==> src/hdl/rd_engine_consts.svh <==
`ifndef RD_ENGINE_CONSTS_SVH
`define RD_ENGINE_CONSTS_SVH

// Channel count and channel index width
`define RD_NUM_CH      4
`define RD_CH_W        2

// AXI widths
`define RD_ADDR_W      32
`define RD_DATA_W      64
`define RD_ID_W        4

// Free-space count from the SRAM controller, in beats
`define RD_SPACE_W     8

// Scheduler remaining-beats and beats-done fields
`define RD_BEATS_W     32

// Fixed AXI codes, 8-byte beats and INCR bursts
`define RD_ARSIZE      3'd3
`define RD_BURST_INCR  2'b01
`define RD_RESP_OKAY   2'b00

`endif

==> src/hdl/rd_engine_pkg.sv <==
package rd_engine_pkg;

`include "rd_engine_consts.svh"

        // ================================================
        // Plain vector types
        // ================================================
        typedef logic [`RD_NUM_CH-1:0]  chan_mask_t;
        typedef logic [`RD_CH_W-1:0]    chan_id_t;
        typedef logic [`RD_ID_W-1:0]    axi_id_t;
        typedef logic [`RD_ADDR_W-1:0]  addr_t;
        typedef logic [`RD_DATA_W-1:0]  data_t;
        typedef logic [7:0]             arlen_t;   // Beats minus one
        typedef logic [`RD_BEATS_W-1:0] beats_t;
        typedef logic [`RD_SPACE_W-1:0] space_t;
        typedef logic [1:0]             resp_t;

        // ================================================
        // Bundles
        // ================================================
        // AR payload
        typedef struct packed {
                axi_id_t id;
                addr_t   addr;
                arlen_t  len;
        } ar_cmd_t;

        // Allocation request, 9-bit size so a 256-beat burst fits
        typedef struct packed {
                axi_id_t    id;
                logic [8:0] size;
        } alloc_t;

        // One R beat, also the SRAM write beat
        typedef struct packed {
                axi_id_t id;
                data_t   data;
                resp_t   resp;
                logic    last;
        } r_beat_t;

endpackage

==> src/hdl/rd_data_path.sv <==
`timescale 1ns/1ns

`include "rd_engine_consts.svh"

module rd_data_path
        import rd_engine_pkg::*;
(
        input  logic       clk,
        input  logic       rst_n,
        input  logic       rvalid,
        input  r_beat_t    r,
        output logic       rready,
        output logic       sram_valid,
        output r_beat_t    sram_beat,
        input  logic       sram_ready,
        output logic       r_last_fire,
        output chan_id_t   r_last_ch,
        output chan_mask_t rd_error
);

        logic     r_fire;
        chan_id_t beat_ch;

        // ================================================
        // Streaming, no buffer
        // ================================================
        // SRAM back-pressure goes straight to the bus
        assign rready     = sram_ready;
        assign sram_valid = rvalid;
        assign sram_beat  = r;

        assign r_fire  = rvalid && rready;
        // Channel rides in the low ID bits
        assign beat_ch = r.id[`RD_CH_W-1:0];

        // Burst end for the outstanding tracker
        assign r_last_fire = r_fire && r.last;
        assign r_last_ch   = beat_ch;

        // Sticky error per channel, any non-OKAY beat
        always_ff @(posedge clk) begin
                if (!rst_n) begin
                        rd_error <= '0;
                end else if (r_fire && (r.resp != `RD_RESP_OKAY)) begin
                        rd_error[beat_ch] <= 1'b1;
                end
        end

endmodule

==> config.mk <==
export PLATFORM = sky130hd
export DESIGN_NAME = rd_data_path
export DESIGN_NICKNAME = d
export VERILOG_FILES = /design/src/hdl/rd_engine_pkg.sv /design/src/hdl/rd_data_path.sv
export VERILOG_INCLUDE_DIRS = /design/src /design/src/hdl
export SDC_FILE = /design/constraint.sdc
export NUM_CORES = 1
export LEC_CHECK = 0
export BUFFER_PORTS_ARGS = -buffer_cell sky130_fd_sc_hd__buf_2
export CAP_MARGIN = 40
export CORE_ASPECT_RATIO = 0.6
export CORE_MARGIN = 2
export CORE_UTILIZATION = 24
export DETAILED_ROUTE_END_ITERATION = 6
export GPL_TIMING_DRIVEN = 1
export PLACE_DENSITY = 0.83
export SYNTH_ARGS = -nofsm -noshare
export SYNTH_HDL_FRONTEND = slang
export SYNTH_SLANG_ARGS = --single-unit
==> constraint.sdc <==
create_clock -name clk -period 0.8 [get_ports clk]
set_clock_uncertainty 0.15 [all_clocks]
set_input_delay 0.08 -clock clk [delete_from_list [all_inputs] [get_ports clk]]
set_output_delay 0.08 -clock clk [all_outputs]
set_load 0.05 [all_outputs]
==> metrics.md <==
| Metric | Value |
|---|---|
| Slew @ Worst Pin | 256 ps |
| Vias in the first global route | 327 |
| DR iter-0 viols | 3 |
| Maximum clock frequency | 1080 MHz |
| DRC violations left | 0 |
| Seq/Total Area, Yosys | 11.2% |
| WL final | 1390 µm |
| Highest cell delay on the worst timing path | 340 ps |
| Final-report max-slew violation count | 0 |
| Final core occ | 15.0% |
| Multiplexer area fraction after synthesis | 0% |
| Die area | 3430 µm² |
| P_leak | 0.188 nW |
| Total CTS buffers | 3 |
| Status | finished with violations |
| Critical path startpoint | rd_error[1] |
| I/O pin cnt | 155 |
| Buf+Inv Stages, Crit Path | 1 |
| GRT Util Overall | 7.90% |
| GR Overflow Total | 0 |
| Largest family of logic cells by synthesized area | buffers and inverters |
| Failing checks | setup timing |
| CTS tree | built |
| Hold WC Path Type | in -> out |
| Final WS setup | -124 ps |
| Part of the cycle the worst path needs | 115% |
| Crit-path cells | buf_8 |
| Number of detailed-route iterations in the first pass | 2 |
| Setup violators final | 4 |
| Relative max-transition margin | 83.1% |
| Antenna viol nets, final | 0 |
| Ys Warns | 0 |
| Xor-xnor portion of the synthesized cell area | 0% |
| Worst-Skew Late Latency | 210 ps |
| Max rail drop VDD | 0.526 mV |
| First-pass GRT wire length | 1860 µm |
| Critical path's slowest cell | dfxtp_4 |
| Simple-Gate Fraction of Synth Area | 5.10% |
| Syn_nets | 167 |
| Synth Instances | 92 |
| H-tree depth | 1 |
| Adder-Cell Fraction of Synth Area | 0% |
| Yosys reg bits | 4 |
| Core area | 2850 µm² |
| Crit path max fanout | 2 |
| Initial core utilization | 25.0% |
| Post-DP HPWL | 1160 µm |
| Largest net degree at the start of global routing | 5 |
| Die H | 46.2 µm |
| Final hold violations | 0 |
| Routed WL per cell | 16.2 µm |
| Compound-Gate Fraction of Synth Area | 4.57% |
| Share of cells above drive strength 1 | 70.5% |
| Crit path time final | 924 ps |
| CTS Buffer Depth | 2 |
| Die width | 74.3 µm |
| Vias | 317 |
| Pwr dens | 1950 nW/µm² |
| Antenna Cells | 0 |
| Worst Setup End Kind | primary output |
| CP arrival | 690 ps |
| Startpoint types | flop |
| WP data required | 570 ps |
| Final Power | 0.837 mW |
| RSZ-0062 raised after global routing | true |
| CTS root buffer | clkbuf_8 |
| Cts hold-fix bufs | 0 |
| Initial antenna violation count | 0 |
| Max reg flops | 4 |
| Hold Path Origin | r[46] |
| Synth unique cells | 9 |
| CP top delay family | flip-flops |
| Buffers on Ports | 22 |
| Layout Area Growth over Synthesis | -39.7% |
| Top reg by flops | rd_error |
| Clock transition at the registers of the reported paths | 30 ps |
| Post-synthesis average cell area | 7.74 µm² |
| Largest regs | rd_error: 4 flops |
| Routability cong. | 0.560 |
| # clock sinks | 4 |
| Via-to-Cell Ratio | 3.69 |
| Crit Reg-Reg Startpoint | rd_error[0] |
| Net count, final | 121 |
| Worst Setup Path Type | reg -> out |
| Site row count | 15 |
| Mapped cell area | 712 µm² |
| Max Cap Viol | 0 |
-- final timing paths --
| kind | end | slack (ps) | cells after the start |
|---|---|---|---|
| max | rd_error[1] | -120 | 1 |
| min | sram_beat[46] | 10 | 0 |
| max reg2reg | rd_error[0] | 90 | 2 |
| min reg2reg | rd_error[3] | 320 | 2 |
-- cells by family after synthesis --
group,Yosys count
AOI/OAI and AO/OA,6
buffers and inverters,75
DFF,4
and+or+nand+nor,7
-- layout by cell type (no fill, tap or decap), drive strengths merged --
cell type / instances
nand4: 1
o21bai: 1
dfxtp: 4
nand4b: 1
clkbuf: 3
and3: 1
o21ai: 5
nand2: 4
buf: 24
-- layer usage --
metal	share of wire, %	track usage, %
met4	1.2	2.86
met5	0	11.1
met2	38	6.43
met1	28	5.91
met3	32	15.8
-- Yosys cell counts --
cell type,count,area [µm²]
nand2_1,4,15.0
nand4b_1,1,8.76
nand4_1,1,6.26
o21bai_1,1,7.51
dfxtp_1,4,80.1
o21ai_1,4,20.0
o21ai_0,1,5.00
and3_1,1,6.26
buf_4,75,563
-- where the power goes --
group	total, mW	switching, mW	internal [mW]	leakage [nW]
clock network	0.414	0.0941	0.320	0.0216
logic	0.219	0.154	0.0643	0.131
registers	0.204	0.00550	0.199	0.0355
-- final cells by class --
type                    instances  area [µm²]
flip-flops and latches          4        95.1
repair buffers                 24         171
well taps                      42        52.6
multi-input cells              13        68.8
clock buffers                   3        41.3
fillers                       343        2420
-- stage by stage --
step | hold slack [ps] | TNS (ps) | instance area, µm² | std cells | worst slack [ps]
detailed placement | 10.3 | -54.2 | 342 | 83 | -20.9
floorplan | 47.8 | 0 | 727 | 92 | 37.7
finish | 10.0 | -490 | 429 | 86 | -124
global route | 10.1 | -568 | 429 | 86 | -146
global placement | 10.3 | -42.7 | 342 | 83 | -16.0
CTS | 10.3 | -519 | 425 | 86 | -131
-- what timing repair did --
item / CTS / global route
setup endpoints to repair: 5 / 5
buffers inserted: 0 / 0
hold endpoints to repair: 0 / 0
resized for setup: 13 / 1
Note: power is estimated with default switching activity, not from simulation.
