File: config.mk
export PLATFORM = sky130hd
export DESIGN_NAME = rd_issue_ctrl
export DESIGN_NICKNAME = d
export VERILOG_FILES = /design/src/hdl/rd_engine_pkg.sv /design/src/hdl/rd_issue_ctrl.sv
export VERILOG_INCLUDE_DIRS = /design/src /design/src/hdl
export SDC_FILE = /design/constraint.sdc
export NUM_CORES = 1
export LEC_CHECK = 0
export BUFFER_PORTS_ARGS = -buffer_cell sky130_fd_sc_hd__buf_2
export CAP_MARGIN = 20
export CORE_AREA = 4 4 141 143
export CTS_CLUSTER_SIZE = 24
export DETAILED_ROUTE_END_ITERATION = 10
export DIE_AREA = 0 0 145 147
export GPL_ROUTABILITY_DRIVEN = 0
export RECOVER_POWER = 25
export SLEW_MARGIN = 10
export SYNTH_ARGS = -nofsm -noshare
export SYNTH_HDL_FRONTEND = slang
export SYNTH_SLANG_ARGS = --single-unit
File: constraint.sdc
create_clock -name clk -period 3.7 [get_ports clk]
set_clock_uncertainty 0.1 [all_clocks]
set_input_delay 0 -clock clk [delete_from_list [all_inputs] [get_ports clk]]
set_output_delay 0 -clock clk [all_outputs]
set_load 0.01 [all_outputs]
File: src/hdl/rd_engine_consts.svh
`ifndef RD_ENGINE_CONSTS_SVH
`define RD_ENGINE_CONSTS_SVH

// Channel count and channel index width
`define RD_NUM_CH      4
`define RD_CH_W        2

// AXI widths
`define RD_ADDR_W      32
`define RD_DATA_W      64
`define RD_ID_W        4

// Free-space count from the SRAM controller, in beats
`define RD_SPACE_W     8

// Scheduler remaining-beats and beats-done fields
`define RD_BEATS_W     32

// Fixed AXI codes, 8-byte beats and INCR bursts
`define RD_ARSIZE      3'd3
`define RD_BURST_INCR  2'b01
`define RD_RESP_OKAY   2'b00

`endif

File: src/hdl/rd_engine_pkg.sv
package rd_engine_pkg;

`include "rd_engine_consts.svh"

        // ================================================
        // Plain vector types
        // ================================================
        typedef logic [`RD_NUM_CH-1:0]  chan_mask_t;
        typedef logic [`RD_CH_W-1:0]    chan_id_t;
        typedef logic [`RD_ID_W-1:0]    axi_id_t;
        typedef logic [`RD_ADDR_W-1:0]  addr_t;
        typedef logic [`RD_DATA_W-1:0]  data_t;
        typedef logic [7:0]             arlen_t;   // Beats minus one
        typedef logic [`RD_BEATS_W-1:0] beats_t;
        typedef logic [`RD_SPACE_W-1:0] space_t;
        typedef logic [1:0]             resp_t;

        // ================================================
        // Bundles
        // ================================================
        // AR payload
        typedef struct packed {
                axi_id_t id;
                addr_t   addr;
                arlen_t  len;
        } ar_cmd_t;

        // Allocation request, 9-bit size so a 256-beat burst fits
        typedef struct packed {
                axi_id_t    id;
                logic [8:0] size;
        } alloc_t;

        // One R beat, also the SRAM write beat
        typedef struct packed {
                axi_id_t id;
                data_t   data;
                resp_t   resp;
                logic    last;
        } r_beat_t;

endpackage

File: src/hdl/rd_issue_ctrl.sv
`timescale 1ns/1ns

`include "rd_engine_consts.svh"

module rd_issue_ctrl
        import rd_engine_pkg::*;
(
        input  logic                       clk,
        input  logic                       rst_n,
        input  logic                       grant_valid,
        input  chan_mask_t                 grant,
        input  chan_id_t                   grant_id,
        input  arlen_t [`RD_NUM_CH-1:0]    xfer_len,
        input  addr_t  [`RD_NUM_CH-1:0]    sched_addr,
        input  logic                       arready,
        output logic                       arvalid,
        output ar_cmd_t                    ar,
        output logic                       ar_fire,
        output chan_mask_t                 grant_ack,
        output logic                       alloc_req,
        output alloc_t                     alloc,
        output chan_mask_t                 done_strobe,
        output beats_t [`RD_NUM_CH-1:0]    beats_done
);

        // ================================================
        // AR command
        // ================================================
        // Valid follows the grant directly and drops with it
        assign arvalid = grant_valid;

        always_comb begin
                // Channel number in the low ID bits
                ar.id   = axi_id_t'(grant_id);
                // Scheduler keeps the address current
                ar.addr = sched_addr[grant_id];
                ar.len  = xfer_len[grant_id];
        end

        assign ar_fire = arvalid && arready;

        // Acknowledge the winner only on the handshake
        assign grant_ack = grant & {`RD_NUM_CH{ar_fire}};

        // ================================================
        // Allocation and completion pulses
        // ================================================
        // One-cycle pulses after each taken command
        always_ff @(posedge clk) begin
                if (!rst_n) begin
                        alloc_req   <= 1'b0;
                        done_strobe <= '0;
                end else begin
                        alloc_req   <= ar_fire;
                        done_strobe <= grant_ack;
                end
        end

        // Payload next to the pulses
        always_ff @(posedge clk) begin
                if (ar_fire) begin
                        alloc.id   <= axi_id_t'(grant_id);
                        alloc.size <= {1'b0, xfer_len[grant_id]} + 9'd1;
                        // Beats handed to the bus for this channel
                        beats_done[grant_id] <= beats_t'(xfer_len[grant_id]) + beats_t'(1);
                end
        end

        // Every allocation follows a taken AR and pairs with its channel's done strobe
        a_alloc_after_ar: assert property (
                @(posedge clk) disable iff (!rst_n)
                alloc_req |-> ($past(ar_fire) && (done_strobe == (chan_mask_t'(1) << alloc.id)))
        );

endmodule

==> results of run 1 <==
==> routing by layer <==
metal	GRT usage [%]	part of all wire, %
met1	14.23	41
met2	18.99	49
met3	2.899	9.3
met4	2.755	0.79
met5	0	0.10
==> placed cells by master, fill, tap and decap left out, drive strengths merged, types with 5 or more instances in the layout <==
master       count
clkbuf          55
xnor2            5
edfxtp          47
conb            96
nand2            5
mux4            40
dlygate4sd3      6
buf            221
dfxtp            5
and3             6
and2             7
==> area by class of cell <==
class	instances	area, um2
Sequential cell	52	1511
Timing Repair Buffer	276	1354
Clock buffer	6	128.9
Clock inverter	1	5.005
Inverter	2	7.507
Fill cell	1996	13790
Antenna cell	2	5.005
Tap cell	234	292.8
Multi-Input combinational cell	169	1489
==> kinds of logic (layout without fill, tap and decap cells) <==
| group | Yosys count | count (layout) | synth area share, % |
|---|---|---|---|
| other | 1 | 98 | 0.1087 |
| and+or+nand+nor | 26 | 26 | 4.569 |
| DFF | 52 | 52 | 43.80 |
| xor gates and xnor gates | 6 | 6 | 1.523 |
| muxes | 40 | 40 | 26.11 |
| adders and majority gates | 1 | 1 | 0.3625 |
| buffers and inverters | 111 | 285 | 23.53 |
==> final timing paths <==
check | from | end | slack, ps | depth (start not counted)
setup / recovery | grant_id[0] | beats_done[2]$_DFFE_PP_ | 1190 | 4
hold / removal | arready | done_strobe[2]$_SDFF_PN0_ | 110 | 3
==> per-stage QoR <==
| step | instance area, um2 | hold WS (ps) | setup WS, ps | cells | power (mW) |
|---|---|---|---|---|---|
| after floorplan | 3807 | -8.235 | 1733 | 332 | 1.007 |
| after global placement | 4657 | 131.5 | 1441 | 727 | 1.129 |
| after detailed placement | 4657 | 126.5 | 1319 | 727 | 1.133 |
| after CTS | 4851 | 95.75 | 1619 | 740 | 1.564 |
| after global routing | 4788 | 155.0 | 831.5 | 740 | 1.620 |
| final | 4793 | 108.3 | 1187 | 742 | 1.546 |
==> power groups by stage <==
| stage | Sequential, mW | Combinational, mW | Clock, mW |
|---|---|---|---|
| 6_report | 0.692 | 0.429 | 0.425 |
| 3_3_place_gp | 0.704 | 0.425 | 0 |
| 3_5_place_dp | 0.704 | 0.430 | 0 |
| 2_1_floorplan | 0.716 | 0.290 | 0 |
| 4_1_cts | 0.691 | 0.436 | 0.437 |
| 5_1_grt | 0.694 | 0.465 | 0.461 |
==> state kept, by name, summed over array words and instances, names as in the netlist <==
register	flops
alloc	11
beats_done	36
done_strobe	4
alloc_req	1
==> critical path, cell delays in order <==
cell and delay (ps):
clkbuf_2 1140, mux4_2 690, ha_1 290, xor2_1 330
==> what timing repair did <==
item | 4_1_cts | 5_1_grt
endpoints found under the setup margin | 0 | 0
setup buffers | 0 | 0
gates resized for setup | 0 | 0
endpoints found under the hold margin | 5 | 0
hold buffers | 6 | 0
==> qor.txt, run 1 <==
Clock Sinks - 52
Mean Syn Cell Area - 14.56 um2
initial antenna violation count - 2
status - complete, but fails checks
Synth area leaders - edfxtp_1 (41%), mux4_2 (26%), buf_4 (22%)
routed vias - 2,810
Buffers on Ports - 269
gr usage total - 11.15%
Vias/cell - 3.787
Syn-to-layout area delta - 38.91%
top-count cell post-synth - buf_4
CTS Buf Count - 5
flops & latches, synth - 52
share of post-route cells with drive strength above 1 - 53.75%
Synth Flop Type - edfxtp_1
Total Die Area - 21,320 um2
Longest Clk Path Bufs - 2
Ys Warns - 0
Synth area leader - edfxtp_1
Fmax - 0.3979 GHz
failing checks - capacitance limit, slew limit
post-detail-place hpwl - 11.18 mm
Clock Power Share - 27.5%
GRT Residual Overflow - 0
Worst VDD drop - 162.5 uV
PwrDens - 322.5 nW/um2
Final Cycle Share - 67.93%
Crit Path Category - in2reg
area fraction of the dominant cell type after synthesis - 40.90%
row count - 50
Residual DRC - 0
Hold Crit Class - in2reg
CP arrival - 2480 ps
core box area - 18,580 um2
post-synthesis sequential area ratio - 43.80%
CP endpoint kind - flip-flop
Leakage - 2.182 nW
Post-synth EDFFs - 47
max cap viols - 1
Psw - 0.4244 mW
Slew headroom - -7.443%
DRT Pass-1 Iters - 4
root buffer selected by CTS - clkbuf_16
Post-synth ARST share - 0%
DRT iter0 DRCs - 137
final hold violation count - 0
Syn Inst Count - 237
largest fanout on the critical path - 46
Detail Route Antenna Nets - 0
Seq pwr share - 44.7%
Synth top cells by count - buf_4 (102), edfxtp_1 (47), mux4_2 (40), and2_1 (6), and3_1 (6)
Worst EP required - 3670 ps
vias in the first global route - 2,922
Gate power share - 27.8%
switching part of the total - 27.45%
clock slew at reported path FFs - 60 ps
IO Pins - 366
WL final - 12.90 mm
RSZ-0062 raised after global routing - false
CTS tree - yes
post-DR wirelength/cell - 17.39 um
die height - 147 um
setup TNS - 0 ps
first-pass GRT wire length - 18.52 mm
P_int - 1.122 mW
crit path launch type - primary input
largest net degree at the start of global routing - 47
Horiz. Die Dim - 145 um
Slew @ Worst Pin - 1612 ps
# setup viols final - 0
htree depth - 2
Slew Limit Fails - 47
Post-Route Utilization - 25.80%
Post-Syn Area - 3451 um2
initial core utilization - 18.57%
Final Critical Period - 2513 ps
Total Nets Final - 677
Synth cell types - 22
(Power assumes the default switching activity.)
==> run 2: changes to the inputs <==
ABC_AREA = 1   (was not set)
CORE_AREA = 4 4 139 141   (was 4 4 141 143)
DIE_AREA = 0 0 143 145   (was 0 0 145 147)
clock period = 2.15 ns   (was 3.7 ns; I/O delays follow)
==> qor.txt, run 2 <==
Post-Synth Simple-Gate Area - 25.53%
switching part of the total - 27.85%
Crit-path slowest cell - buf_4
DRT iter0 DRCs - 216
most frequent cells in the layout - buf_2 (235), nand3_1 (99), conb_1 (96)
final hold violation count - 0
gr usage total - 13.91%
Seq pwr share - 40.2%
post-DR wirelength/cell - 16.81 um
IO Pins - 366
Total Nets Final - 871
CTS Buf Count - 5
initial core utilization - 20.46%
core box area - 17,960 um2
CP top delay family - buffers and inverters
Synth Area in Adders - 0.3404%
layout filler cell count - 1,992
Synth area leader - edfxtp_1
WL final - 15.63 mm
PwrDens - 572.0 nW/um2
share of post-route cells with drive strength above 1 - 39.29%
max reg flops - 36
Mean Syn Cell Area - 8.589 um2
DRT Pass-1 Iters - 5
Synth cell types - 27
Synth area leaders - edfxtp_1 (38%), buf_4 (21%), nand3_1 (13%)
setup TNS - 0 ps
flops & latches, synth - 52
most common cell after layout, fill and taps aside - buf_2
Leakage - 2.567 nW
post-detail-place hpwl - 12.83 mm
P_int - 2.117 mW
area fraction of the dominant cell type after synthesis - 38.39%
Synth Flop Type - edfxtp_1
CP endpoint kind - primary output
Worst path most repeated cell - buf_4
Final Cycle Share - 82.97%
Horiz. Die Dim - 143 um
Ys Warns - 0
Crit path buffers/inverters - 6
htree depth - 2
largest registers - beats_done: 36 flops, alloc: 11 flops, done_strobe: 4 flops
Syn-to-layout area delta - 39.55%
largest fanout on the critical path - 23
Largest Register - beats_done
postcts setup bufs - 0
routed vias - 3,954
Worst VDD drop - 642.4 uV
status - finished clean
crit-path max cell delay - 330 ps
Post-synth EDFFs - 47
Residual DRC - 0
Worst Hold Path Cells - 2
# setup viols final - 0
Crit Path Category - in2out
mux contribution to synthesized area - 0%
Worst EP required - 2050 ps
largest net degree at the start of global routing - 41
Fmax - 0.5606 GHz
Gate power share - 26.6%
RSZ-0062 raised after global routing - false
Clock Power Share - 33.3%
Slew @ Worst Pin - 1148 ps
Slew headroom - 23.47%
hold path startpoint - grant_valid
post-synthesis sequential area ratio - 41.12%
post-CTS resize count - 0
worst hold endpoint - arvalid
Slew Limit Fails - 0
Post-Syn Area - 3676 um2
first-pass GRT wire length - 22.29 mm
top-count cell post-synth - buf_4
Syn Inst Count - 428
Hold Crit Class - in2out
CP Cell Sequence - buf_2 > buf_4 > buf_4 > nand2_1 > inv_2 > buf_4 > a22oi_1 > nand3_1 > buf_2
crit path launch type - primary input
die height - 145 um
CP arrival - 1680 ps
Psw - 0.8171 mW
WHS - 121.4 ps
xor/xnor share of the synthesized area - 0.7148%
CTS Hold Bufs - 9
max cap viols - 0
GRT Residual Overflow - 0
CTS tree - yes
Final Critical Period - 1784 ps
Total Die Area - 20,740 um2
Clock Sinks - 52
Post-synth ARST share - 0%
initial antenna violation count - 1
row count - 49
Longest Clk Path Bufs - 2
Vias/cell - 4.252
root buffer selected by CTS - clkbuf_16
Compound-Gate Fraction of Synth Area - 6.671%
Detail Route Antenna Nets - 0
main combinational cell family by area after synthesis - simple AND/OR/NAND/NOR gates
Synth top cells by count - buf_4 (101), nand3_1 (99), nand2_1 (72), edfxtp_1 (47), a22oi_1 (32)
Buffers on Ports - 269
vias in the first global route - 3,821
[run 2: cell count changes after synthesis, sizes merged, moves of 9 or more]
| cell | delta |
|---|---|
| nand3 | +98 |
| nor2 | +13 |
| mux4 | -40 |
| buf | +9 |
| a22oi | +32 |
| nand2 | +77 |
| inv | +10 |
[run 2: power by group through the flow]
stage               registers, mW  logic (mW)  clock network, mW
global placement             1.20       0.783                  0
floorplan                    1.22       0.508                  0
CTS                          1.18       0.794               1.00
detailed placement           1.20       0.780                  0
finish                       1.18       0.779              0.976
global route                 1.18       0.863               1.04
[run 2: how the worst max path moves through the flow]
stage,start,depth (start not counted),end,slack (ps)
2_1_floorplan,grant_id[0],4,beats_done[0]$_DFFE_PP_,460
3_3_place_gp,grant_id[0],11,beats_done[40]$_DFFE_PP_,230
3_5_place_dp,grant_id[0],11,beats_done[40]$_DFFE_PP_,220
4_1_cts,grant_id[0],9,ar[10],350
5_1_grt,grant_id[0],9,ar[10],240
6_report,grant_id[0],9,ar[10],370
[run 2: layout make-up]
cell class / count / area (um2) / share of cell area [%]
flip-flops and latches: 52 / 1511 / 29.46
repair buffers: 294 / 1506 / 29.37
diodes: 1 / 2.502 / 0.04878
inverters: 13 / 50.05 / 0.9756
multi-input cells: 334 / 1588 / 30.95
clock buffers: 5 / 125.1 / 2.439
well taps: 229 / 286.5 / 5.585
clock inverters: 2 / 60.06 / 1.171
[run 2: cell families after synthesis]
kind of cell	count (synthesis)
adder cells (fa/ha/maj)	1
buffers and inverters	137
AO/OA/AOI/OAI	33
XOR/XNOR	3
flip-flops	52
other	1
AND/OR/NAND/NOR	201
[run 2: layer usage]
| metal | share of wire (%) | track usage [%] | vias up | routed length [um] |
|---|---|---|---|---|
| met3 | 11 | 2.205 | 19 | 1693 |
| met1 | 37 | 16.88 | 1806 | 5822 |
| met2 | 50 | 25.42 | 310 | 7894 |
| met4 | 1.4 | 3.375 | 0 | 223 |
| met5 | 0 | 0 | - | 0 |
| li1 | - | - | 1819 | - |
[run 2: through the flow]
stage                     power, mW  std cells  util, %  setup WS (ps)  area, um2
after CTS                     2.973        929    28.82          351.9       5177
after global placement        1.983        913    27.29          231.7       4902
final                         2.934        930    28.56          366.1       5130
after detailed placement      1.980        913    27.29          215.2       4902
after global routing          3.084        930    28.56          241.0       5130
after floorplan               1.730        523        -          461.4       4033
