--- src/hdl/rd_engine_consts.svh ---
`ifndef RD_ENGINE_CONSTS_SVH
`define RD_ENGINE_CONSTS_SVH

// Channel count and channel index width
`define RD_NUM_CH      4
`define RD_CH_W        2

// AXI widths
`define RD_ADDR_W      32
`define RD_DATA_W      64
`define RD_ID_W        4

// Free-space count from the SRAM controller, in beats
`define RD_SPACE_W     8

// Scheduler remaining-beats and beats-done fields
`define RD_BEATS_W     32

// Fixed AXI codes, 8-byte beats and INCR bursts
`define RD_ARSIZE      3'd3
`define RD_BURST_INCR  2'b01
`define RD_RESP_OKAY   2'b00

`endif

--- src/hdl/rd_engine_pkg.sv ---
package rd_engine_pkg;

`include "rd_engine_consts.svh"

        // ================================================
        // Plain vector types
        // ================================================
        typedef logic [`RD_NUM_CH-1:0]  chan_mask_t;
        typedef logic [`RD_CH_W-1:0]    chan_id_t;
        typedef logic [`RD_ID_W-1:0]    axi_id_t;
        typedef logic [`RD_ADDR_W-1:0]  addr_t;
        typedef logic [`RD_DATA_W-1:0]  data_t;
        typedef logic [7:0]             arlen_t;   // Beats minus one
        typedef logic [`RD_BEATS_W-1:0] beats_t;
        typedef logic [`RD_SPACE_W-1:0] space_t;
        typedef logic [1:0]             resp_t;

        // ================================================
        // Bundles
        // ================================================
        // AR payload
        typedef struct packed {
                axi_id_t id;
                addr_t   addr;
                arlen_t  len;
        } ar_cmd_t;

        // Allocation request, 9-bit size so a 256-beat burst fits
        typedef struct packed {
                axi_id_t    id;
                logic [8:0] size;
        } alloc_t;

        // One R beat, also the SRAM write beat
        typedef struct packed {
                axi_id_t id;
                data_t   data;
                resp_t   resp;
                logic    last;
        } r_beat_t;

endpackage

--- src/hdl/rd_request_mask.sv ---
`timescale 1ns/1ns

`include "rd_engine_consts.svh"

module rd_request_mask
        import rd_engine_pkg::*;
(
        input  logic                       clk,
        input  logic                       rst_n,
        input  arlen_t                     cfg_xfer_len,
        input  chan_mask_t                 sched_valid,
        input  beats_t [`RD_NUM_CH-1:0]    sched_beats,
        input  space_t [`RD_NUM_CH-1:0]    space_free,
        input  logic                       ar_fire,
        input  chan_id_t                   grant_id,
        input  logic                       r_last_fire,
        input  chan_id_t                   r_last_ch,
        output arlen_t [`RD_NUM_CH-1:0]    xfer_len,
        output chan_mask_t                 arb_request
);

        // One read in flight per channel
        chan_mask_t outstanding;
        // Enough SRAM room for the sized burst
        chan_mask_t space_ok;

        // ================================================
        // Burst sizing and space check
        // ================================================
        always_comb begin
                for (int i = 0; i < `RD_NUM_CH; i++) begin
                        // Short tail takes what is left, else a full configured burst
                        if (sched_beats[i] <= beats_t'(cfg_xfer_len) + beats_t'(1)) begin
                                xfer_len[i] = arlen_t'(sched_beats[i] - beats_t'(1));
                        end else begin
                                xfer_len[i] = cfg_xfer_len;
                        end

                        // Compare in 9 bits, a 256-beat burst must not wrap
                        space_ok[i] = ({1'b0, space_free[i]} >= ({1'b0, xfer_len[i]} + 9'd1));
                end
        end

        // Scheduler request gated by room and by the in-flight flag
        assign arb_request = sched_valid & space_ok & ~outstanding;

        // ================================================
        // Outstanding flags
        // ================================================
        always_ff @(posedge clk) begin
                if (!rst_n) begin
                        outstanding <= '0;
                end else begin
                        for (int i = 0; i < `RD_NUM_CH; i++) begin
                                // Set once the AR for this channel is taken
                                if (ar_fire && (grant_id == chan_id_t'(i))) begin
                                        outstanding[i] <= 1'b1;
                                end
                                // Last beat back frees the channel, clear wins
                                if (r_last_fire && (r_last_ch == chan_id_t'(i))) begin
                                        outstanding[i] <= 1'b0;
                                end
                        end
                end
        end

        // Channel drops out of arbitration right after its AR is taken
        for (genvar g = 0; g < `RD_NUM_CH; g++) begin : gen_chk
                a_no_req_in_flight: assert property (
                        @(posedge clk) disable iff (!rst_n)
                        (ar_fire && (grant_id == chan_id_t'(g))) |=> !arb_request[g]
                );
        end

endmodule

--- config.mk ---
export PLATFORM = sky130hd
export DESIGN_NAME = rd_request_mask
export DESIGN_NICKNAME = d
export VERILOG_FILES = /design/src/hdl/rd_engine_pkg.sv /design/src/hdl/rd_request_mask.sv
export VERILOG_INCLUDE_DIRS = /design/src /design/src/hdl
export SDC_FILE = /design/constraint.sdc
export NUM_CORES = 1
export LEC_CHECK = 0
export BUFFER_PORTS_ARGS = -buffer_cell sky130_fd_sc_hd__clkbuf_2
export CAP_MARGIN = 20
export CORE_ASPECT_RATIO = 0.9
export CORE_UTILIZATION = 43
export DETAILED_ROUTE_END_ITERATION = 10
export HOLD_SLACK_MARGIN = 0.02
export PLACE_DENSITY_LB_ADDON = 0.2
export SYNTH_ARGS = -nofsm -noshare
export SYNTH_HDL_FRONTEND = slang
export SYNTH_SLANG_ARGS = --single-unit
--- constraint.sdc ---
create_clock -name clk -period 4.6 [get_ports clk]
set_input_delay 0.23 -clock clk [delete_from_list [all_inputs] [get_ports clk]]
set_output_delay 0.23 -clock clk [all_outputs]
set_load 0.01 [all_outputs]
==> impl_metrics.yaml, run 1 <==
synthesis:
  ys_ff_latch: 4
  postSynthCellCount: 593
  synth.avg_cell_area_um2: 7.19
  synth_area_um2: 4260
  synth_edf_count: 0
  ys.flop_type: "dfxtp_1"
  synthArstFlopShare_pct: 0
  seq_area_frac_synth_pct: 1.88
  synth.net_count: 840
  ys_warn_count: 0
  ys_types: 70
flow_run:
  drv_cap: 0
routing:
  viasPerCell: 5.55
  drt_iter0_drc: 232
  dr.pass1.iters: 5
  finalWirelength_um: 14900
  wire_per_inst_um: 15.7
  drc_errors: 0
  ant_nets: 0
  via_count: 5273
critical_path:
  r2r_cells: 1
  cp_data_arrival_time_ps: 4300
  regToRegEndpoint: "outstanding[1]"
  crit_type: "input port to output pin"
  crit_path_max_fanout: 6
  cp.required_ps: 4370
  reg2reg_from: "outstanding[1]"
  start_kind: "input port"
  reg2reg_slack_ps: 3900
  cp-end-kind: "output pin"
pwr:
  ir_drop_mv: 0.0515
  p_leak_nw: 2.95
  powerDensity_nw_per_um2: 108
  p_comb_share_pct: 82.7
  swShare_pct: 45.6
  pwr-share-clk_pct: 11.5
  totalPowerFinal_mw: 0.650
  p_switching_mw: 0.296
  internal_power_mw: 0.354
  pwr-share-seq_pct: 5.8
final_layout:
  n_fill_cell: 894
  antennaDiodeCount: 0
  design_area_um2: 6000
  seqCellArea_um2: 80.1
  largest_register_ff_count: 4
  drive_gt1_share_pct: 40.8
  multi_input_area_um2: 4190
  nets: 1073
  top_regs: "outstanding x4"
  top_register: "outstanding"
  syn_to_final_growth_pct: 40.8
hold_path:
  worstHoldEndpoint: "outstanding[3]"
  worstHoldPathType: "input port to flip-flop"
  whs_path_depth: 2
  min_from: "rst_n"
clocking:
  clk_path_buf_depth: 2
  clock_sinks: 4
  cts_tree: "built"
  clkTransAtPathRegs_ps: 30
  cts_buffers: 3
  h-tree-depth: 1
  cts_root_buf: "clkbuf_8"
  clkLatencyLatePin_ps: 220
  postCtsHoldBufs: 0
floorplanning:
  die_h_um: 96.5
  dieArea_um2: 10300
  die_x_um: 107
  ios: 216
  num_rows: 34
  core_um2: 9660
  start_util_pct: 44.2
timing:
  tightest_slew_ps: 621
  hold_viol: 0
  fin_crit_sh_pct: 98.4
  setup_tns_ps: 0
  layout_setup_ws_ps: 71.4
  setup_viol: 0
  relSlewSlack_pct: 58.3
  fin_worst_skew_ps: 0
  finalCriticalPeriod_ps: 4530
  max_freq_ghz: 0.221
  slew_viol_final: 0
global_route:
  grt_max_degree: 28
  track_usage_pct: 26.7
  grt_overflow_total: 0
  antenna_found_initial: 0
  first_global_vias: 4768
  grt_pass1_wl_um: 22100
placement:
  dp_slack_ps: -154
  dp_hpwl_um: 12400
  gp_congestion: 0.968
  port_buffers: 215
  placed_cell_area_um2: 5610
status:
  outcome: "finished clean"
[kinds of logic (layout without fill, tap and decap cells)]
family	after synthesis	after routing	synth area share [%]
compound gates	145	145	23.4
xor+xnor	65	65	15.6
fa+ha+maj	70	70	20.4
buf+inv	59	290	6.19
flops	4	4	1.88
mux	15	15	3.93
simple gates	235	235	28.6
[power groups by stage]
stage                     logic, mW  clock network [mW]  registers (mW)
after floorplan               0.294                   0          0.0376
after global placement        0.470                   0          0.0383
after detailed placement      0.484                   0          0.0382
after CTS                     0.489              0.0758          0.0378
after global routing          0.592              0.0803          0.0380
final                         0.538              0.0749          0.0378
[placed cells by master (no fill, tap or decap), types with 4 or more instances in the layout]
cell type | synthesis | routed
mux2i_1 | 7 | 7
buf_4 | 6 | 42
nor2_2 | 1 | 4
xor2_1 | 19 | 19
mux2_2 | 6 | 6
o21ai_2 | 1 | 5
o21ai_0 | 33 | 31
inv_2 | 2 | 4
nand2b_1 | 10 | 10
clkbuf_2 | 0 | 209
a21oi_1 | 39 | 38
nand4b_1 | 4 | 4
dfxtp_1 | 4 | 4
a31oi_1 | 5 | 5
ha_1 | 67 | 57
nor3_1 | 21 | 21
nor4_1 | 26 | 26
a21o_1 | 19 | 19
inv_1 | 28 | 24
nand4_1 | 8 | 8
nor2b_1 | 6 | 6
nand3_1 | 19 | 14
nand3_2 | 1 | 5
a2111oi_4 | 3 | 4
o21a_1 | 8 | 8
nand2_1 | 53 | 51
and3_1 | 5 | 4
or2_2 | 4 | 4
o21ai_1 | 9 | 7
xnor3_1 | 6 | 6
xnor2_1 | 38 | 35
nor2_1 | 55 | 52
ha_4 | 0 | 9
xnor2_2 | 2 | 4
[metal layers]
layer	vias up	routed length [µm]	track usage [%]
met2	232	7290	47.4
met4	0	285	6.62
met3	26	977	1.61
li1	2633	-	-
met5	-	0	0
met1	2382	6390	35.4
[what timing repair did]
item                       in CTS  in global routing
setup buffers                   1                  7
setup endpoints to repair       3                  3
gates resized for setup         8                 56
pin swaps                       2                 18
[synth_stat cells, drive strengths merged, types with 5 or more instances]
master | instances | area share, %
a2111oi | 5 | 2.3
a21o | 19 | 3.3
a21oi | 40 | 5.0
a31oi | 5 | 0.73
and3 | 5 | 0.73
buf | 12 | 2.1
clkbuf | 17 | 1.5
ha | 67 | 20
inv | 30 | 2.6
mux2 | 8 | 2.3
mux2i | 7 | 1.6
nand2 | 54 | 4.8
nand2b | 10 | 1.5
nand3 | 20 | 2.5
nand4 | 9 | 1.5
nor2 | 57 | 5.3
nor2b | 6 | 0.88
nor3 | 22 | 2.7
nor4 | 26 | 3.8
o21a | 8 | 1.4
o21ai | 43 | 5.1
xnor2 | 40 | 8.6
xnor3 | 6 | 3.2
xor2 | 19 | 3.9
[how the worst max path moves through the flow]
stage	from	end
floorplan	cfg_xfer_len[4]	arb_request[3]
global placement	cfg_xfer_len[0]	arb_request[0]
detailed placement	cfg_xfer_len[0]	arb_request[3]
CTS	cfg_xfer_len[0]	arb_request[3]
global route	cfg_xfer_len[5]	arb_request[1]
finish	cfg_xfer_len[5]	arb_request[1]
[critical path: stages]
cell and delay [ps]:
clkbuf_2 110, and2_0 260, nand3_2 150, xnor2_2 210, inv_2 60, buf_4 170, ha_4 230, and2_1 150
o2111a_1 150, a2111oi_4 360, o21ai_2 170, o21a_1 230, ha_2 310, inv_1 40, ha_1 260, a21o_1 150
a21o_1 170, a21o_1 180, a21o_1 160, a211oi_2 180, o21bai_1 80, and4b_1 180, buf_2 130
[metrics by stage]
step,hold WS (ps),utilization [%],std cells
2_1_floorplan,366,-,593
3_3_place_gp,502,58.1,939
3_5_place_dp,509,58.1,939
4_1_cts,283,58.8,943
5_1_grt,299,62.2,950
6_report,286,62.2,950
[layout make-up]
cell class                      instances  share of cell area [%]
Clock buffer                            3                   0.688
Inverter                               30                    1.98
Multi-Input combinational cell        530                    69.8
Timing Repair Buffer                  257                    23.5
Tap cell                              126                    2.63
Sequential cell                         4                    1.33
No activity file was read; power rests on OpenSTA's default activity.
==> run 2, diff against run 1 <==
==> constraint.sdc (replaced) <==
create_clock -name clk -period 4.6 [get_ports clk]
set_input_delay 0.92 -clock clk [delete_from_list [all_inputs] [get_ports clk]]
set_output_delay 0.92 -clock clk [all_outputs]
set_load 0.01 [all_outputs]
==> impl_metrics.yaml, run 2 (synthesis results as in run 1) <==
timing:
  finalCriticalPeriod_ps: 5830
  hold_viol: 0
  setup_viol: 13
  layout_setup_ws_ps: -1230
  tightest_slew_ps: 533
  grt_setup_unrepaired: "yes"
  fin_worst_skew_ps: 0
  relSlewSlack_pct: 64.2
  fin_crit_sh_pct: 127
  max_freq_ghz: 0.171
  slew_viol_final: 0
critical_path:
  start_kind: "input port"
  reg2reg_slack_ps: 3840
  cp-end-kind: "output pin"
  cp.required_ps: 3680
  cp_data_arrival_time_ps: 4910
  crit_type: "input port to output pin"
  regToRegEndpoint: "outstanding[1]"
  crit_path_max_fanout: 5
  reg2reg_from: "outstanding[1]"
  r2r_cells: 1
clocking:
  h-tree-depth: 1
  postCtsHoldBufs: 0
  cts_buffers: 3
  cts_tree: "built"
  clkTransAtPathRegs_ps: 30
  clock_sinks: 4
  clkLatencyLatePin_ps: 210
  cts_root_buf: "clkbuf_8"
  clk_path_buf_depth: 2
final_layout:
  fin_util_pct: 75.2
  top_regs: "outstanding x4"
  nets: 1177
  drive_gt1_share_pct: 51.3
  final_cell_mix: "clkbuf_2, buf_4, ha_1"
  syn_to_final_growth_pct: 70.4
  antennaDiodeCount: 0
  largest_register_ff_count: 4
  final_common_cell: "clkbuf_2"
  top_register: "outstanding"
hold_path:
  worstHoldEndpoint: "outstanding[3]"
  whs_path_depth: 1
  worstHoldPathType: "flip-flop to flip-flop"
  min_from: "outstanding[3]"
floorplanning:
  num_rows: 34
  die_h_um: 96.5
  dieArea_um2: 10300
  ios: 216
  die_x_um: 107
  core_um2: 9660
  start_util_pct: 44.2
flow_run:
  drv_cap: 0
placement:
  gp_congestion: 0.932
  port_buffers: 215
  dp_hpwl_um: 13900
routing:
  via_count: 5895
  finalWirelength_um: 17500
  dr.pass1.iters: 5
  ant_nets: 0
  drc_errors: 0
  viasPerCell: 5.59
  wire_per_inst_um: 16.6
  drt_iter0_drc: 237
pwr:
  powerDensity_nw_per_um2: 106
  pwr-share-seq_pct: 5.0
  internal_power_mw: 0.429
  totalPowerFinal_mw: 0.767
  p_leak_nw: 3.60
  ir_drop_mv: 0.152
  pwr-share-clk_pct: 9.6
  p_comb_share_pct: 85.4
  p_switching_mw: 0.337
  swShare_pct: 44.0
global_route:
  grt_pass1_wl_um: 25000
  first_global_vias: 5550
  grt_max_degree: 19
  antenna_found_initial: 0
  track_usage_pct: 30.5
  grt_overflow_total: 0
status:
  outcome: "finished with violations"
  violations: "setup timing"
## run 2: cell type report
cell class	instances	area, µm²
flip-flops and latches	4	80.1
inverters	30	120
fillers	716	2390
clock buffers	3	41.3
multi-input cells	530	4500
repair buffers	361	2370
well taps	126	158
## run 2: stage by stage
| stage | cell area (µm²) | setup WS [ps] | hold slack [ps] | setup TNS [ps] | cells |
|---|---|---|---|---|---|
| floorplan | 4480 | -1060 | 445 | -3760 | 593 |
| finish | 7270 | -1230 | 527 | -5320 | 1054 |
| detailed placement | 6460 | -1280 | 521 | -6200 | 1028 |
| CTS | 6940 | -1070 | 528 | -4070 | 1044 |
| global route | 7270 | -1410 | 541 | -6890 | 1054 |
| global placement | 6460 | -1230 | 509 | -5110 | 1028 |
## run 2: worst max-delay path by stage
stage                          end  slack, ps             from  depth (start not counted)
floorplan           arb_request[3]      -1060  cfg_xfer_len[1]                         24
global placement    arb_request[0]      -1230  cfg_xfer_len[0]                         23
detailed placement  arb_request[0]      -1280  cfg_xfer_len[0]                         24
CTS                 arb_request[0]      -1070  cfg_xfer_len[1]                         25
global route        arb_request[0]      -1410  cfg_xfer_len[1]                         23
finish              arb_request[0]      -1230  cfg_xfer_len[1]                         23
## run 2: what timing repair did
action,CTS,global route
resized for setup,66,74
setup buffers,13,14
endpoints found under the hold margin,0,0
setup endpoints to repair,14,19
pin swaps,61,27
## run 2: critical path: stages
cell	delay, ps
clkbuf_16	130
ha_4	170
and3_4	180
xnor2_4	240
buf_6	140
ha_4	150
nor2_4	30
o31ai_2	230
maj3_2	260
a2111oi_4	80
o31ai_4	350
nand2_1	130
o21ai_2	110
ha_4	200
nand3_4	110
xnor2_1	280
o21ai_1	150
ha_1	290
nor2b_1	130
o21ai_1	160
a21oi_1	100
o2111a_1	240
buf_2	140
## run 2: power groups by stage
stage / logic [mW] / clock network [mW] / registers [mW]
floorplan: 0.314 / 0 / 0.0376
global placement: 0.547 / 0 / 0.0385
detailed placement: 0.563 / 0 / 0.0386
CTS: 0.614 / 0.0746 / 0.0382
global route: 0.714 / 0.0763 / 0.0383
finish: 0.655 / 0.0736 / 0.0382
## run 2: per-layer routing
layer	global-route usage [%]	wire length, µm	part of all wire, %
met4	9.36	546	3.1
met5	0	0	0
met2	59.1	8770	50
met3	5.03	1430	8.2
met1	34.1	6700	38
==> run 3, diff against run 2 <==
Settings changed: ABC_AREA set to 1, CORE_UTILIZATION 43 to 42.
==> impl_metrics.yaml, run 3 <==
final_layout:
  drive_gt1_share_pct: 52.3
  final_cell_mix: "clkbuf_2, buf_4, nand2_1"
  top_register: "outstanding"
  largest_register_ff_count: 4
  top_regs: "outstanding x4"
  syn_to_final_growth_pct: 83.4
  antennaDiodeCount: 0
  design_area_um2: 7030
  final_common_cell: "clkbuf_2"
  nets: 1278
critical_path:
  start_kind: "input port"
  slowest_stage: "ha_1"
  crit_path_max_fanout: 6
  r2r_cells: 2
  crit_type: "input port to output pin"
  crit_start: "cfg_xfer_len[2]"
  cp.required_ps: 3680
  setup.worst_path.end: "arb_request[0]"
  crit_cells: 30
  cp_data_arrival_time_ps: 4600
  path_buf_inv: 6
  cp_top_family: "simple AND/OR/NAND/NOR gates"
  reg2reg_from: "outstanding[2]"
  regToRegEndpoint: "outstanding[2]"
  reg2reg_slack_ps: 3890
  cpPeakStageDelay_ps: 280
  cp-end-kind: "output pin"
synthesis:
  ys_types: 42
  seq_area_frac_synth_pct: 2.09
  synth_common_cells: "nand2_1, inv_1, ha_1"
  yosys.area.top_type_share_pct: 21.9
  ys.flop_type: "dfxtp_1"
  postSynthCellCount: 642
  synthArstFlopShare_pct: 0
  yosys.area.top_type: "ha_1"
  synth_edf_count: 0
  yosysMostFrequentCell: "nand2_1"
  synth.net_count: 889
  ys_warn_count: 0
  synth_area_um2: 3830
  netlist_top_cells_area: "ha_1, nand2_1, inv_1"
  ys_ff_latch: 4
  synth.avg_cell_area_um2: 5.97
timing:
  layout_setup_ws_ps: -920
  fin_worst_skew_ps: 0
  setup_viol: 4
  hold_viol: 0
  grt_setup_unrepaired: "yes"
  relSlewSlack_pct: 63.6
  max_freq_ghz: 0.181
  tightest_slew_ps: 541
  slew_viol_final: 0
  fin_crit_sh_pct: 120
  finalCriticalPeriod_ps: 5520
clocking:
  cts_buffers: 3
  cts_tree: "built"
  cts_root_buf: "clkbuf_8"
  clk_path_buf_depth: 2
  postCtsHoldBufs: 0
  clkTransAtPathRegs_ps: 30
  clock_sinks: 4
  clkLatencyLatePin_ps: 220
  h-tree-depth: 1
floorplanning:
  die_h_um: 92.6
  start_util_pct: 43.9
  num_rows: 32
  dieArea_um2: 9510
  die_x_um: 103
  core_um2: 8730
  ios: 216
hold_path:
  worstHoldPathType: "flip-flop to flip-flop"
  min_from: "outstanding[3]"
status:
  violations: "setup timing"
  outcome: "finished with violations"
placement:
  gp_congestion: 0.910
  port_buffers: 215
  dp_hpwl_um: 12400
  placed_cell_area_um2: 6190
routing:
  wire_per_inst_um: 13.7
  drt_iter0_drc: 169
  finalWirelength_um: 15700
  ant_nets: 0
  drc_errors: 0
  viasPerCell: 5.10
  dr.pass1.iters: 5
  via_count: 5852
flow_run:
  drv_cap: 0
pwr:
  powerDensity_nw_per_um2: 100
  ir_drop_mv: 0.0712
  totalPowerFinal_mw: 0.702
  p_leak_nw: 3.97
global_route:
  first_global_vias: 5665
  grt_overflow_total: 0
  antenna_found_initial: 0
  grt_max_degree: 9
  track_usage_pct: 30.4
  grt_pass1_wl_um: 23500
-- run 3: cell count changes after synthesis, sizes merged, moves of 8 or more --
cell    delta
a21o      -18
a21oi     -22
xnor2     -31
clkbuf    -17
o21ai     -17
inv       +74
mux2       -8
nand2    +133
nand3     +35
buf        -8
nand2b    -10
-- run 3: logic make-up after synthesis --
kind of cell | count (synthesis) | share of synthesized area [%]
AND/OR/NAND/NOR | 363 | 45.8
buffers and inverters | 108 | 11.4
adder cells (fa/ha/maj) | 67 | 21.9
AO/OA/AOI/OAI | 65 | 10.8
XOR/XNOR | 35 | 8.00
flip-flops | 4 | 2.09
-- run 3: stage by stage --
step | instances | hold WS (ps) | TNS (ps) | worst slack [ps] | utilization (%)
floorplan | 642 | 438 | -2130 | -675 | -
global placement | 1121 | 469 | -3460 | -887 | 70.9
detailed placement | 1121 | 487 | -4120 | -1110 | 70.9
CTS | 1138 | 492 | -3030 | -836 | 76.7
global route | 1148 | 520 | -4340 | -1170 | 80.5
finish | 1148 | 490 | -3330 | -920 | 80.5
-- run 3: worst min-delay path by stage --
stage                endpoint  cells after the start
2_1_floorplan  outstanding[3]                      2
3_3_place_gp   outstanding[3]                      2
3_5_place_dp   outstanding[3]                      2
4_1_cts        outstanding[3]                      2
5_1_grt        outstanding[3]                      2
6_report       outstanding[3]                      2
-- run 3: layout make-up --
type | instances | area (µm²)
Tap cell | 119 | 149
Timing Repair Buffer | 388 | 2450
Inverter | 104 | 394
Fill cell | 624 | 1700
Multi-Input combinational cell | 530 | 3910
Sequential cell | 4 | 80.1
Clock buffer | 3 | 41.3
-- run 3: layer usage --
metal	vias to the layer above	track usage (%)	wire, µm	part of all wire (%)
met3	50	3.02	983	6.3
li1	2901	-	-	-
met2	238	57.6	8180	52
met4	0	10.5	525	3.3
met1	2663	34.6	6010	38
met5	-	0	0	0
-- run 3: repair_timing --
item,4_1_cts,5_1_grt
setup endpoints to repair,5,8
buffers inserted,14,10
pin swaps,51,73
gates resized for setup,85,60
-- run 3: worst min-delay path, cell delays in order, from the launching register on --
cell,delay [ps]
dfxtp_1,290
inv_1,70
a211oi_1,70
-- run 3: where the power goes --
group | switching [mW] | leakage [nW] | internal [mW]
clock network | 0.0206 | 0.0216 | 0.0560
logic | 0.296 | 3.91 | 0.292
registers | 0.000721 | 0.0327 | 0.0366
